`src/include/rv_cfg.svh`:
```
`ifndef RV_CFG_SVH
`define RV_CFG_SVH

// number of 32-bit words in the program/data memory
`define RV_MEM_WORDS 1024

// extra access cycles the memory adds before it raises pready
`define RV_BUS_WAIT 1

// first fetch address after reset
`define RV_RESET_PC 32'h0000_0000

`endif

```
`src/logic/rv_regfile.sv`:
```
`timescale 1ns/1ns

module rv_regfile (
	input  logic        clk,
	input  logic        rts,
	input  logic [4:0]  ra0,
	input  logic [4:0]  ra1,
	output logic [31:0] rd0,
	output logic [31:0] rd1,
	input  logic        wr_en,
	input  logic [4:0]  wr_addr,
	input  logic [31:0] wr_data
);

	// x0 has no storage
	logic [31:0] regs [1:31];

	always_ff @(posedge clk or posedge rts) begin
		if (rts) begin
			for (int i = 1; i < 32; i++)
				regs[i] <= 32'b0;
		end else if (wr_en && wr_addr != 5'd0) begin
			regs[wr_addr] <= wr_data;
		end
	end

	assign rd0 = (ra0 == 5'd0) ? 32'b0 : regs[ra0];
	assign rd1 = (ra1 == 5'd0) ? 32'b0 : regs[ra1];

	// a write with a floating index would corrupt a random register
	a_wr_addr_known: assert property (@(posedge clk) disable iff (rts)
		wr_en |-> !$isunknown(wr_addr));

endmodule

```
`config.mk`:
```
export PLATFORM = sky130hd
export DESIGN_NAME = rv_regfile
export DESIGN_NICKNAME = d
export VERILOG_FILES = /design/src/include/rv_cfg.svh /design/src/logic/rv_regfile.sv
export SDC_FILE = /design/constraint.sdc
export NUM_CORES = 2
export LEC_CHECK = 0
export BUFFER_PORTS_ARGS = -buffer_cell sky130_fd_sc_hd__clkbuf_2
export CAP_MARGIN = 0
export CORE_ASPECT_RATIO = 0.75
export CORE_MARGIN = 5
export CORE_UTILIZATION = 50
export DETAILED_ROUTE_END_ITERATION = 16
export PLACE_DENSITY = 0.68
export SLEW_MARGIN = 20
export SYNTH_ARGS = -nofsm -noshare
export SYNTH_HDL_FRONTEND = slang
export SYNTH_SLANG_ARGS = --single-unit
```
`constraint.sdc`:
```
create_clock -name clk -period 26 [get_ports clk]
set_input_delay 0 -clock clk [delete_from_list [all_inputs] [get_ports clk]]
set_output_delay 0 -clock clk [all_outputs]
set_load 0.02 [all_outputs]
```
==> metrics <==
Synth Flop Type=dfrtp_1; Die Y-Extent=293 microns; share of cells above drive strength 1=49.6%; worst r2r src=regs[292]; Reg area=0.0248 sq mm; DRC violations left=0; share of total power in combinational logic=21.1%; Worst path top cell family by delay=buffers and inverters; post-synthesis sequential area ratio=46.4%; routability cong.=0.800; CTS tree=done; routing usage on met2=42.9%; Unique masters post-synth=48; port buffer count=113; antenna-violating nets left=0; Worst path depth=10; Die ar.=0.114 sq mm; global-route usage over all layers=29.0%; via count=35127; row count=103; max cap viols=0; multi-input logic area=0.0270 sq mm; core area=0.106 sq mm; TritonRoute pass-1 iters=7; Max stage delay on crit path=0.84 ns; CP endpoint kind=primary output; syn nets=3816; PD cells=77.7 mW/mm^2; Final Max Tran Viols=0; Mapped Cells=3766; met1 GRT Util=43.3%; Final period util=15.9%; Worst slew margin=27.2%; Worst Reg-to-Reg Cells=1; initial antenna violation count=6; Clock power frac=33.2%; NumNets Final=3723; clock net sink count=992; Internal Power=3.28 mW; initial core utilization=50.6%; Iter 0 DRT Violations=3778; Top reg by flops=regs; Top Usage Layer GRT=met1; Root Buffer=clkbuf_16; Hold-fix buffers, CTS=15; Setup CP Type=in2out; minimum clock period=4.13 ns; critical path's slowest cell=buf_4; Net Switching=1.26 mW; Filler cells=8595; Routed WL=165 mm; number of synthesized flops with an enable pin=0; Critical Path Start Type=primary input; Async SR Flop Fraction=100%; Hold WC Path Type=in2reg; Synth Warn #=0; DR WL/cell=32.0 microns; RSZ-0062 raised after global routing=no; Slew @ Worst Pin=1.08 ns; Die Wd=388 microns; Worst setup endpoint=rd1[20]; Worst Path Buf+Inv=5; largest registers=regs (992); CTS buffer count=97; fin worst setup slack=21.87 ns; Synth Area per Inst=14.2 sq um; Seq pwr share=45.6%; met3 Use GR=6.96%; Clock Tree Buf Depth=3; mapped cell area=0.0535 sq mm; Setup-failing EPs final=0; num ports=114; CP dominant cell by count=buf_4; grt ovf=0; critical path peak fanout=75; flop2flop setup slack=25.19 ns; dpl ws=21.80 ns; Max Clk Rate=0.242 GHz; Setup TNS=0 ns; DP Area=0.0549 sq mm; post-cts gate resize count=0; WHS=0.0362 ns; via/cell ratio=6.80; max reg flops=992; Critical R2R Capture=regs[292]; Max H-tree Level=3; Area growth syn-to-layout=9.26%; worst setup path startpoint=ra1[1]; largest net degree at the start of global routing=172; first-pass GRT wire length=246 mm; setup repair bufs after CTS=0; critical path, cell by cell=buf_8 > buf_4 > buf_4 > buf_4 > mux4_2 > nor2_1 > a21oi_1 > a21oi_1 > o21ai_0 > clkbuf_2; Seq cells post-synth=992; LEAKAGE=25.3 nW; Hold Vio Cnt, Final=0; dpl hpwl=91.7 mm; switching share of power=27.7%; status=finished, final reports clean; Worst Path Arrival=4.13 ns; vias in the first global route=35238; Max IR drop VDD=0.0492 mV; Reg clk slew, reported paths=0.07 ns; Max Clock Skew=0 ns; final core utilization=55.3%; Worst EP required=26.00 ns; final instance area=0.0584 sq mm; clk_lat worst skew=0.68 ns
==> cells in the final DEF, fill, tap and decap left out, types with 20 or more instances in the layout <==
cell type / instances
a221oi_1: 54
clkbuf_1: 20
mux2i_1: 145
clkbuf_2: 104
nor2_1: 51
a21oi_1: 115
nor3_1: 37
nand2_1: 177
buf_4: 73
clkbuf_8: 21
clkbuf_16: 98
nand3_1: 43
nor2b_1: 54
dfrtp_1: 992
o21ai_0: 40
mux2_2: 1072
mux4_2: 399
o211ai_1: 39
==> power by group through the flow <==
stage          clock (mW)  combinational [mW]  sequential, mW
6_report             1.51               0.958            2.07
5_1_grt              1.59                1.03            2.11
4_1_cts              1.53               0.960            2.06
3_5_place_dp            0               0.954            2.09
3_3_place_gp            0               0.934            2.07
2_1_floorplan           0               0.770            2.02
==> layout make-up <==
type / instances / area share [%]
diodes: 2 / 0.00857
clock buffers: 139 / 4.82
clock inverters: 35 / 0.898
inverters: 8 / 0.0621
multi-input cells: 2368 / 46.2
flip-flops and latches: 992 / 42.5
well taps: 1417 / 3.04
repair buffers: 206 / 2.46
==> cells in the mapped netlist, types with 2 or more instances <==
master | count | area [sq um]
nor2b_1 | 57 | 357
buf_1 | 61 | 229
nand2b_1 | 2 | 12.5
o221ai_1 | 15 | 131
o21ai_1 | 2 | 10.0
nand3_1 | 43 | 215
or3_1 | 3 | 18.8
nor3b_1 | 4 | 30.0
o21ai_0 | 40 | 200
nor2_1 | 67 | 251
mux2_2 | 1072 | 12100
buf_6 | 8 | 90.1
inv_1 | 7 | 26.3
o22ai_1 | 7 | 43.8
and3_1 | 2 | 12.5
a31oi_1 | 7 | 43.8
o211ai_1 | 39 | 293
or2_1 | 2 | 12.5
a41oi_1 | 3 | 26.3
dfrtp_1 | 992 | 24800
a221oi_1 | 54 | 473
nor3_1 | 37 | 185
o32a_1 | 14 | 140
nand3b_1 | 6 | 45.0
buf_4 | 32 | 240
buf_2 | 101 | 505
mux4_1 | 9 | 236
nor4_1 | 3 | 18.8
clkbuf_1 | 195 | 732
mux2i_1 | 145 | 1450
nand2_1 | 193 | 724
mux4_2 | 399 | 8990
a21oi_1 | 115 | 576
a22oi_1 | 12 | 90.1
a311oi_1 | 5 | 43.8
==> metal layers <==
layer,share of wire [%],vias up
met5,0,-
met3,9.3,290
li1,-,14170
met1,43,18932
met4,3.4,0
met2,44,1735
==> through the flow <==
stage	std cells	power, mW
global route	5166	4.73
CTS	5165	4.55
detailed placement	4976	3.04
global placement	4976	3.01
finish	5167	4.54
floorplan	3766	2.79
==> logic make-up (layout without fill, tap and decap cells) <==
| family | count (synthesis) | in the layout | share of synthesized area [%] |
|---|---|---|---|
| multiplexers | 1625 | 1625 | 42.5 |
| flip-flops | 992 | 992 | 46.4 |
| AND/OR/NAND/NOR | 425 | 425 | 3.61 |
| buffers and inverters | 406 | 388 | 3.45 |
| AO/OA/AOI/OAI | 318 | 318 | 3.95 |
| other | 0 | 2 | 0 |
==> worst min-delay path by stage <==
stage               cells past startpoint        end   startpoint
floorplan                               1  regs[381]  wr_data[29]
global placement                        3  regs[319]          rts
detailed placement                      3  regs[319]          rts
CTS                                     4  regs[421]   wr_addr[2]
global route                            2  regs[913]  wr_data[17]
finish                                  2  regs[560]  wr_data[16]
No activity file was read; power rests on OpenSTA's default activity.
