## config.mk

```make
export PLATFORM = sky130hd
export DESIGN_NAME = rv_sequencer
export DESIGN_NICKNAME = d
export VERILOG_FILES = /design/src/logic/rv_pkg.sv /design/src/logic/rv_sequencer.sv
export VERILOG_INCLUDE_DIRS = /design/src /design/src/include
export SDC_FILE = /design/constraint.sdc
export NUM_CORES = 1
export LEC_CHECK = 0
export BUFFER_PORTS_ARGS = -buffer_cell sky130_fd_sc_hd__buf_2
export CORE_AREA = 2 2 191 193
export CTS_CLUSTER_DIAMETER = 30
export DETAILED_ROUTE_END_ITERATION = 8
export DIE_AREA = 0 0 193 195
export GPL_ROUTABILITY_DRIVEN = 0
export PLACE_DENSITY = 0.6
export REMOVE_ABC_BUFFERS = 1
export SYNTH_ARGS = -nofsm -noshare
export SYNTH_HDL_FRONTEND = slang
export SYNTH_SLANG_ARGS = --single-unit
```

## constraint.sdc

```tcl
create_clock -name clk -period 6.91 [get_ports clk]
set_input_delay 0.691 -clock clk [delete_from_list [all_inputs] [get_ports clk]]
set_output_delay 0.691 -clock clk [all_outputs]
set_load 0.02 [all_outputs]
```

## src/include/rv_cfg.svh

```systemverilog
`ifndef RV_CFG_SVH
`define RV_CFG_SVH

// number of 32-bit words in the program/data memory
`define RV_MEM_WORDS 1024

// extra access cycles the memory adds before it raises pready
`define RV_BUS_WAIT 1

// first fetch address after reset
`define RV_RESET_PC 32'h0000_0000

`endif

```

## src/logic/rv_pkg.sv

```systemverilog
package rv_pkg;

	// RV32I major opcodes handled by the core
	typedef enum logic [6:0] {
		OPC_LUI    = 7'b0110111,
		OPC_AUIPC  = 7'b0010111,
		OPC_JAL    = 7'b1101111,
		OPC_JALR   = 7'b1100111,
		OPC_BRANCH = 7'b1100011,
		OPC_LOAD   = 7'b0000011,
		OPC_STORE  = 7'b0100011,
		OPC_OP_IMM = 7'b0010011,
		OPC_OP     = 7'b0110011
	} opcode_e;

	typedef enum logic [3:0] {
		ALU_ADD,
		ALU_SUB,
		ALU_SLL,
		ALU_SLT,
		ALU_SLTU,
		ALU_XOR,
		ALU_SRL,
		ALU_SRA,
		ALU_OR,
		ALU_AND
	} alu_op_e;

	// instruction phases of the sequencer
	typedef enum logic [2:0] {
		FETCH_SETUP,
		FETCH_ACCESS,
		EXECUTE,
		MEM_SETUP,
		MEM_ACCESS,
		WRITEBACK,
		HALTED
	} seq_state_e;

endpackage

```

## src/logic/rv_sequencer.sv

```systemverilog
`timescale 1ns/1ns
`include "rv_cfg.svh"

module rv_sequencer import rv_pkg::*; (
	input  logic        clk,
	input  logic        rts,
	output alu_op_e     alu_op,
	output logic [31:0] alu_a,
	output logic [31:0] alu_b,
	input  logic [31:0] alu_result,
	input  logic        alu_eq,
	input  logic        alu_lt,
	input  logic        alu_ltu,
	output logic [4:0]  ra0,
	output logic [4:0]  ra1,
	input  logic [31:0] rd0,
	input  logic [31:0] rd1,
	output logic        wr_en,
	output logic [4:0]  wr_addr,
	output logic [31:0] wr_data,
	output logic        psel,
	output logic        penable,
	output logic        pwrite,
	output logic [31:0] paddr,
	output logic [31:0] pwdata,
	output logic [3:0]  pstrb,
	input  logic [31:0] prdata,
	input  logic        pready,
	output logic        retire,
	output logic [31:0] retire_pc,
	output logic        halted
);

	seq_state_e state;
	logic [31:0] pc, npc, ir, maddr, wb_val;
	opcode_e opcode;
	logic [2:0] funct3;
	logic [4:0] rd_idx;
	logic [31:0] imm_i, imm_s, imm_b, imm_u, imm_j;
	logic [31:0] pc_plus4, next_pc, exec_val, load_shift, load_val;
	logic [1:0] byte_off;
	logic [3:0] store_strb;
	logic is_branch, is_store, is_load, has_rd, taken, mem_phase;

	assign opcode = opcode_e'(ir[6:0]);
	assign funct3 = ir[14:12];
	assign rd_idx = ir[11:7];
	assign ra0 = ir[19:15];
	assign ra1 = ir[24:20];

	assign imm_i = {{20{ir[31]}}, ir[31:20]};
	assign imm_s = {{20{ir[31]}}, ir[31:25], ir[11:7]};
	assign imm_b = {{19{ir[31]}}, ir[31], ir[7], ir[30:25], ir[11:8], 1'b0};
	assign imm_u = {ir[31:12], 12'b0};
	assign imm_j = {{11{ir[31]}}, ir[31], ir[19:12], ir[20], ir[30:21], 1'b0};

	assign is_branch = (opcode == OPC_BRANCH);
	assign is_store  = (opcode == OPC_STORE);
	assign is_load   = (opcode == OPC_LOAD);
	assign has_rd    = (opcode inside {OPC_LUI, OPC_AUIPC,
		OPC_JAL, OPC_JALR, OPC_LOAD, OPC_OP_IMM, OPC_OP});
	assign pc_plus4  = pc + 32'd4;

	// operand and operation select
	always_comb begin
		alu_op = ALU_ADD;
		alu_a  = rd0;
		alu_b  = imm_i;
		if (opcode == OPC_OP || opcode == OPC_BRANCH)
			alu_b = rd1;
		else if (opcode == OPC_STORE)
			alu_b = imm_s;
		else if (opcode == OPC_AUIPC) begin
			alu_a = pc;
			alu_b = imm_u;
		end
		if (opcode == OPC_OP || opcode == OPC_OP_IMM) begin
			case (funct3)
				3'b000: alu_op = (opcode == OPC_OP && ir[30]) ? ALU_SUB : ALU_ADD;
				3'b001: alu_op = ALU_SLL;
				3'b010: alu_op = ALU_SLT;
				3'b011: alu_op = ALU_SLTU;
				3'b100: alu_op = ALU_XOR;
				3'b101: alu_op = ir[30] ? ALU_SRA : ALU_SRL;
				3'b110: alu_op = ALU_OR;
				default: alu_op = ALU_AND;
			endcase
		end
	end

	always_comb begin
		case (funct3)
			3'b000:  taken = alu_eq;
			3'b001:  taken = !alu_eq;
			3'b100:  taken = alu_lt;
			3'b101:  taken = !alu_lt;
			3'b110:  taken = alu_ltu;
			3'b111:  taken = !alu_ltu;
			default: taken = 1'b0;
		endcase
	end

	always_comb begin
		next_pc  = pc_plus4;
		exec_val = alu_result;
		case (opcode)
			OPC_BRANCH: next_pc = taken ? pc + imm_b : pc_plus4;
			OPC_JAL: begin
				next_pc  = pc + imm_j;
				exec_val = pc_plus4;
			end
			OPC_JALR: begin
				next_pc  = {alu_result[31:1], 1'b0};
				exec_val = pc_plus4;
			end
			OPC_LUI: exec_val = imm_u;
			default: ;
		endcase
	end

	// load lane extraction and store lane placement
	assign byte_off   = maddr[1:0];
	assign load_shift = prdata >> {byte_off, 3'b000};
	always_comb begin
		case (funct3)
			3'b000:  load_val = {{24{load_shift[7]}}, load_shift[7:0]};
			3'b001:  load_val = {{16{load_shift[15]}}, load_shift[15:0]};
			3'b100:  load_val = {24'b0, load_shift[7:0]};
			3'b101:  load_val = {16'b0, load_shift[15:0]};
			default: load_val = load_shift;
		endcase
		case (funct3[1:0])
			2'b00:   store_strb = 4'b0001 << byte_off;
			2'b01:   store_strb = 4'b0011 << byte_off;
			default: store_strb = 4'b1111;
		endcase
	end

	always_ff @(posedge clk or posedge rts) begin
		if (rts) begin
			state <= FETCH_SETUP;
			pc    <= `RV_RESET_PC;
			ir    <= 32'b0;
		end else begin
			case (state)
				FETCH_SETUP: state <= FETCH_ACCESS;
				FETCH_ACCESS: if (pready) begin
					ir    <= prdata;
					state <= (prdata == 32'b0) ? HALTED : EXECUTE;
				end
				EXECUTE: begin
					if (is_branch) begin
						pc    <= next_pc;
						state <= FETCH_SETUP;
					end else if (is_load || is_store)
						state <= MEM_SETUP;
					else
						state <= WRITEBACK;
				end
				MEM_SETUP: state <= MEM_ACCESS;
				MEM_ACCESS: if (pready) begin
					if (is_store) begin
						pc    <= npc;
						state <= FETCH_SETUP;
					end else
						state <= WRITEBACK;
				end
				WRITEBACK: begin
					pc    <= npc;
					state <= FETCH_SETUP;
				end
				HALTED: ;
				default: state <= FETCH_SETUP;
			endcase
		end
	end

	// results of EXECUTE kept for the memory and write-back phases
	always_ff @(posedge clk or posedge rts) begin
		if (rts) begin
			npc    <= `RV_RESET_PC;
			wb_val <= 32'b0;
			maddr  <= 32'b0;
		end else if (state == EXECUTE) begin
			npc    <= next_pc;
			wb_val <= exec_val;
			maddr  <= alu_result;
		end else if (state == MEM_ACCESS && pready && is_load)
			wb_val <= load_val;
	end

	assign mem_phase = (state == MEM_SETUP) || (state == MEM_ACCESS);
	assign psel    = (state == FETCH_SETUP) || (state == FETCH_ACCESS) || mem_phase;
	assign penable = (state == FETCH_ACCESS) || (state == MEM_ACCESS);
	assign pwrite  = mem_phase && is_store;
	assign paddr   = mem_phase ? {maddr[31:2], 2'b00} : pc;
	assign pwdata  = rd1 << {byte_off, 3'b000};
	assign pstrb   = pwrite ? store_strb : 4'b0000;

	assign wr_en   = (state == WRITEBACK) && has_rd && (rd_idx != 5'd0);
	assign wr_addr = rd_idx;
	assign wr_data = wb_val;

	assign retire    = (state == WRITEBACK) || (state == EXECUTE && is_branch)
		|| (state == MEM_ACCESS && pready && is_store);
	assign retire_pc = pc;
	assign halted    = (state == HALTED);

	a_penable_after_psel: assert property (@(posedge clk) disable iff (rts)
		$rose(penable) |-> $past(psel));
	// the slave may sample the request on any waited cycle
	a_req_stable: assert property (@(posedge clk) disable iff (rts)
		penable && !pready |=> $stable(paddr) && $stable(pwrite) && $stable(pwdata));
	a_no_retire_halted: assert property (@(posedge clk) disable iff (rts)
		halted |=> halted && !retire);

endmodule

```

==> flow_summary_export.csv <==
group,metric,value,unit
run_status,status,"completed",
drt,wire_per_inst,25.4,um
drt,vias,15500,
power,p_leak,7.40,nW
drt,drc,0,
die,die_x,193,um
critical_path,critPathArrivalTime,3.59,ns
placement,dp_worst_setup_slack,3.12,ns
critical_path,crit_chain,"nor2b_1, nand2b_4, nor2_1, buf_4, nor2_1, inv_2, buf_2",
clock_network,numCtsBuffers,17,
placement,dp_hpwl,46.8,mm
timing,fin_setup_tns,0,ns
drt,routed_wl,62.9,mm
timing,min_period_over_period,0.620,
finish,finalNetCount,2187,
die,ioPinCount,355,
synth,synth_warnings,0,
die,core,35400,sq um
clock_network,htree_num_levels,4,
die,rows,69,
die,dieArea,37600,sq um
critical_path,cp_top_family,"simple AND/OR/NAND/NOR gates",
critical_path,critPathRequiredTime,6.22,ns
timing,rsz0062_at_grt,"false",
die,initial_core_util,0.395,
power,cellPowerDensity,589,nW/um^2
clock_network,cts_root_buf,"clkbuf_16",
drt,viasPerCell,6.25,
finish,stdcell_count,2480,
global_route,grt_pass1_vias,14400,
synth,synth_ff_type,"dfrtp_1",
critical_path,cp_max_fo,61,
clock_network,ctsResizeCount,0,
finish,fillers,3592,
global_route,grtUsageTotal,0.326,
timing,setup_violations,0,
critical_path,cp.buffers_inverters,3,
drt,drtPass1Iterations,7,
finish,final_util,0.467,
clock_network,path_clk_slew,0.08,ns
synth,synth_edf_count,0,
synth,synth-seq-cells,163,
power,irDropWorstVdd,0.000264,V
finish,area.growth.synth_to_final,18.3,%
clock_network,hold_buffers,0,
synth,avgSynthCellArea,8.00,sq um
synth,ys_types,77,
clock_network,cts_buffer_depth,2,
timing,worst_pin_slew,1.14,ns
timing,relSlewSlack,0.241,
clock_network,cts_tree,"done",
global_route,grt_max_degree,69,
timing,finalHoldWorstSlack,0.207,ns
global_route,gr-total-overflow,0,
flow_run,cap_viol_max_count,0,
critical_path,cp_common_cell,"nor2_1",
critical_path,slowest_stage,"inv_2",
synth,synth_area,14000,sq um
placement,dp.cells,2449,
drt,ant_nets,0,
synth,yosysSeqAreaShare,0.292,
timing,finalCriticalPeriod,4.28,ns
global_route,grt_pass1_wl,92.1,mm
finish,final_layout_size_suffix_gt1_frac,0.270,
die,die_h,195,um
worst_hold_path,min_path_type,"in2async",
clock_network,cts_setup_buffers,0,
timing,fmax,233,MHz
synth,synthArstFlopShare,1.00,
synth,syn_inst,1750,
critical_path,end_kind,"output pin",
placement,port_buffers,354,
timing,fin_ws,2.63,ns
timing,slew_violations,0,
global_route,grt_antenna_before_repair,1,
critical_path,cpPeakStageDelay,0.60,ns
critical_path,worstSetupPathType,"reg2out",
clock_network,cts.sinks,163,
timing,skew,0.0206,ns
critical_path,crit_path_start_kind,"flop",
timing,hold_violations,0,
clock_network,clk_latency,0.46,ns
drt,drtIter0Drc,1536,
[power by group]
| part | switching, mW | internal, mW | total (mW) | leakage, nW |
|---|---|---|---|---|
| combinational | 4.29 | 2.44 | 6.74 | 5.19 |
| clock | 0.422 | 0.535 | 0.957 | 0.268 |
| sequential | 0.666 | 1.39 | 2.06 | 1.94 |
| total | 5.38 | 4.37 | 9.75 | 7.40 |
[path summary, 6_finish.rpt]
path                          startpoint   endpoint  slack [ns]  cells after the start
min                                  rts     ir[11]        0.21                      2
max in group asynchronous            rts   maddr[0]        5.37                      3
max                             state[1]     retire        2.63                      7
min in group clk           alu_result[0]   maddr[0]        0.47                      3
min reg2reg                    maddr[12]  maddr[12]        0.47                      2
max reg2reg                 retire_pc[5]    npc[30]        3.19                     10
[per-stage QoR]
stage	total power [mW]	cell area (sq um)
final	9.75	16500
after floorplan	6.44	13400
after global routing	10.4	16500
after detailed placement	8.63	16000
after global placement	8.55	16000
after CTS	9.61	16500
[kinds of logic (layout without fill, tap and decap cells)]
logic type | after synthesis | after routing | share of synthesized area
compound gates | 539 | 539 | 0.257
xor+xnor | 64 | 64 | 0.0401
simple gates | 618 | 618 | 0.199
mux | 154 | 154 | 0.119
other cells | 0 | 1 | 0
buf+inv | 166 | 434 | 0.0504
fa+ha+maj | 46 | 46 | 0.0422
flops | 163 | 163 | 0.292
[final cells by class]
cell class / instances / area, sq um / share of cell area
inverter: 22 / 87.6 / 0.00529
sequential: 163 / 4080 / 0.247
multi-input combinational: 1421 / 9260 / 0.560
antenna: 1 / 2.50 / 0.000151
clock buffer: 20 / 447 / 0.0270
clock inverter: 10 / 111 / 0.00673
timing repair buffer: 382 / 1980 / 0.120
tap: 461 / 577 / 0.0349
[cells in the final DEF, fill, tap and decap left out, types with 13 or more instances in the layout]
cell       instances
mux2i_1           52
a221oi_1          22
xnor2_1           36
and2_1            15
a221o_1           28
xor2_1            28
a31oi_1           19
clkbuf_16         17
nand4_1           19
ha_1              44
a21o_1            20
nor2b_1           21
o211ai_1          13
nand2_1          285
buf_2            354
and3_1            19
o221ai_1          14
dfrtp_1          161
o21ai_0          134
nor3_1            45
a21oi_1          128
buf_4             28
nand3_1           33
mux2_2           101
nor2_1           118
inv_1             19
o31ai_1           13
a211oi_1          47
[sequential cells by signal, summed over array words and instances, names as in the netlist]
| name | cells |
|---|---|
| ir | 32 |
| maddr | 32 |
| npc | 32 |
| retire_pc | 32 |
| wr_data | 32 |
| state | 3 |
[cells in the mapped netlist, types with 13 or more instances]
master | instances | share of area
a211oi_1 | 47 | 0.025
a21o_1 | 21 | 0.011
a21oi_1 | 128 | 0.046
a221o_1 | 28 | 0.020
a221oi_1 | 22 | 0.014
a31oi_1 | 19 | 0.0085
and2_1 | 15 | 0.0067
and3_1 | 19 | 0.0085
buf_1 | 17 | 0.0046
buf_4 | 16 | 0.0086
clkbuf_1 | 98 | 0.026
dfrtp_1 | 163 | 0.29
ha_1 | 44 | 0.039
inv_1 | 20 | 0.0054
mux2_2 | 101 | 0.081
mux2i_1 | 53 | 0.038
nand2_1 | 285 | 0.076
nand2b_1 | 13 | 0.0058
nand3_1 | 33 | 0.012
nand4_1 | 19 | 0.0085
nor2_1 | 120 | 0.032
nor2b_1 | 22 | 0.0098
nor3_1 | 45 | 0.016
nor4_1 | 13 | 0.0058
o211ai_1 | 13 | 0.0070
o21ai_0 | 134 | 0.048
o221ai_1 | 14 | 0.0088
o31ai_1 | 13 | 0.0070
xnor2_1 | 36 | 0.023
xor2_1 | 28 | 0.018
[routing by layer]
metal	track usage	wire length, um	vias to the layer above
met2	0.514	28400	973
met5	0	0	-
met1	0.425	25000	7443
met3	0.0681	6540	157
met4	0.156	3020	0
li1	-	-	6934
Note: power is estimated with default switching activity, not from simulation.
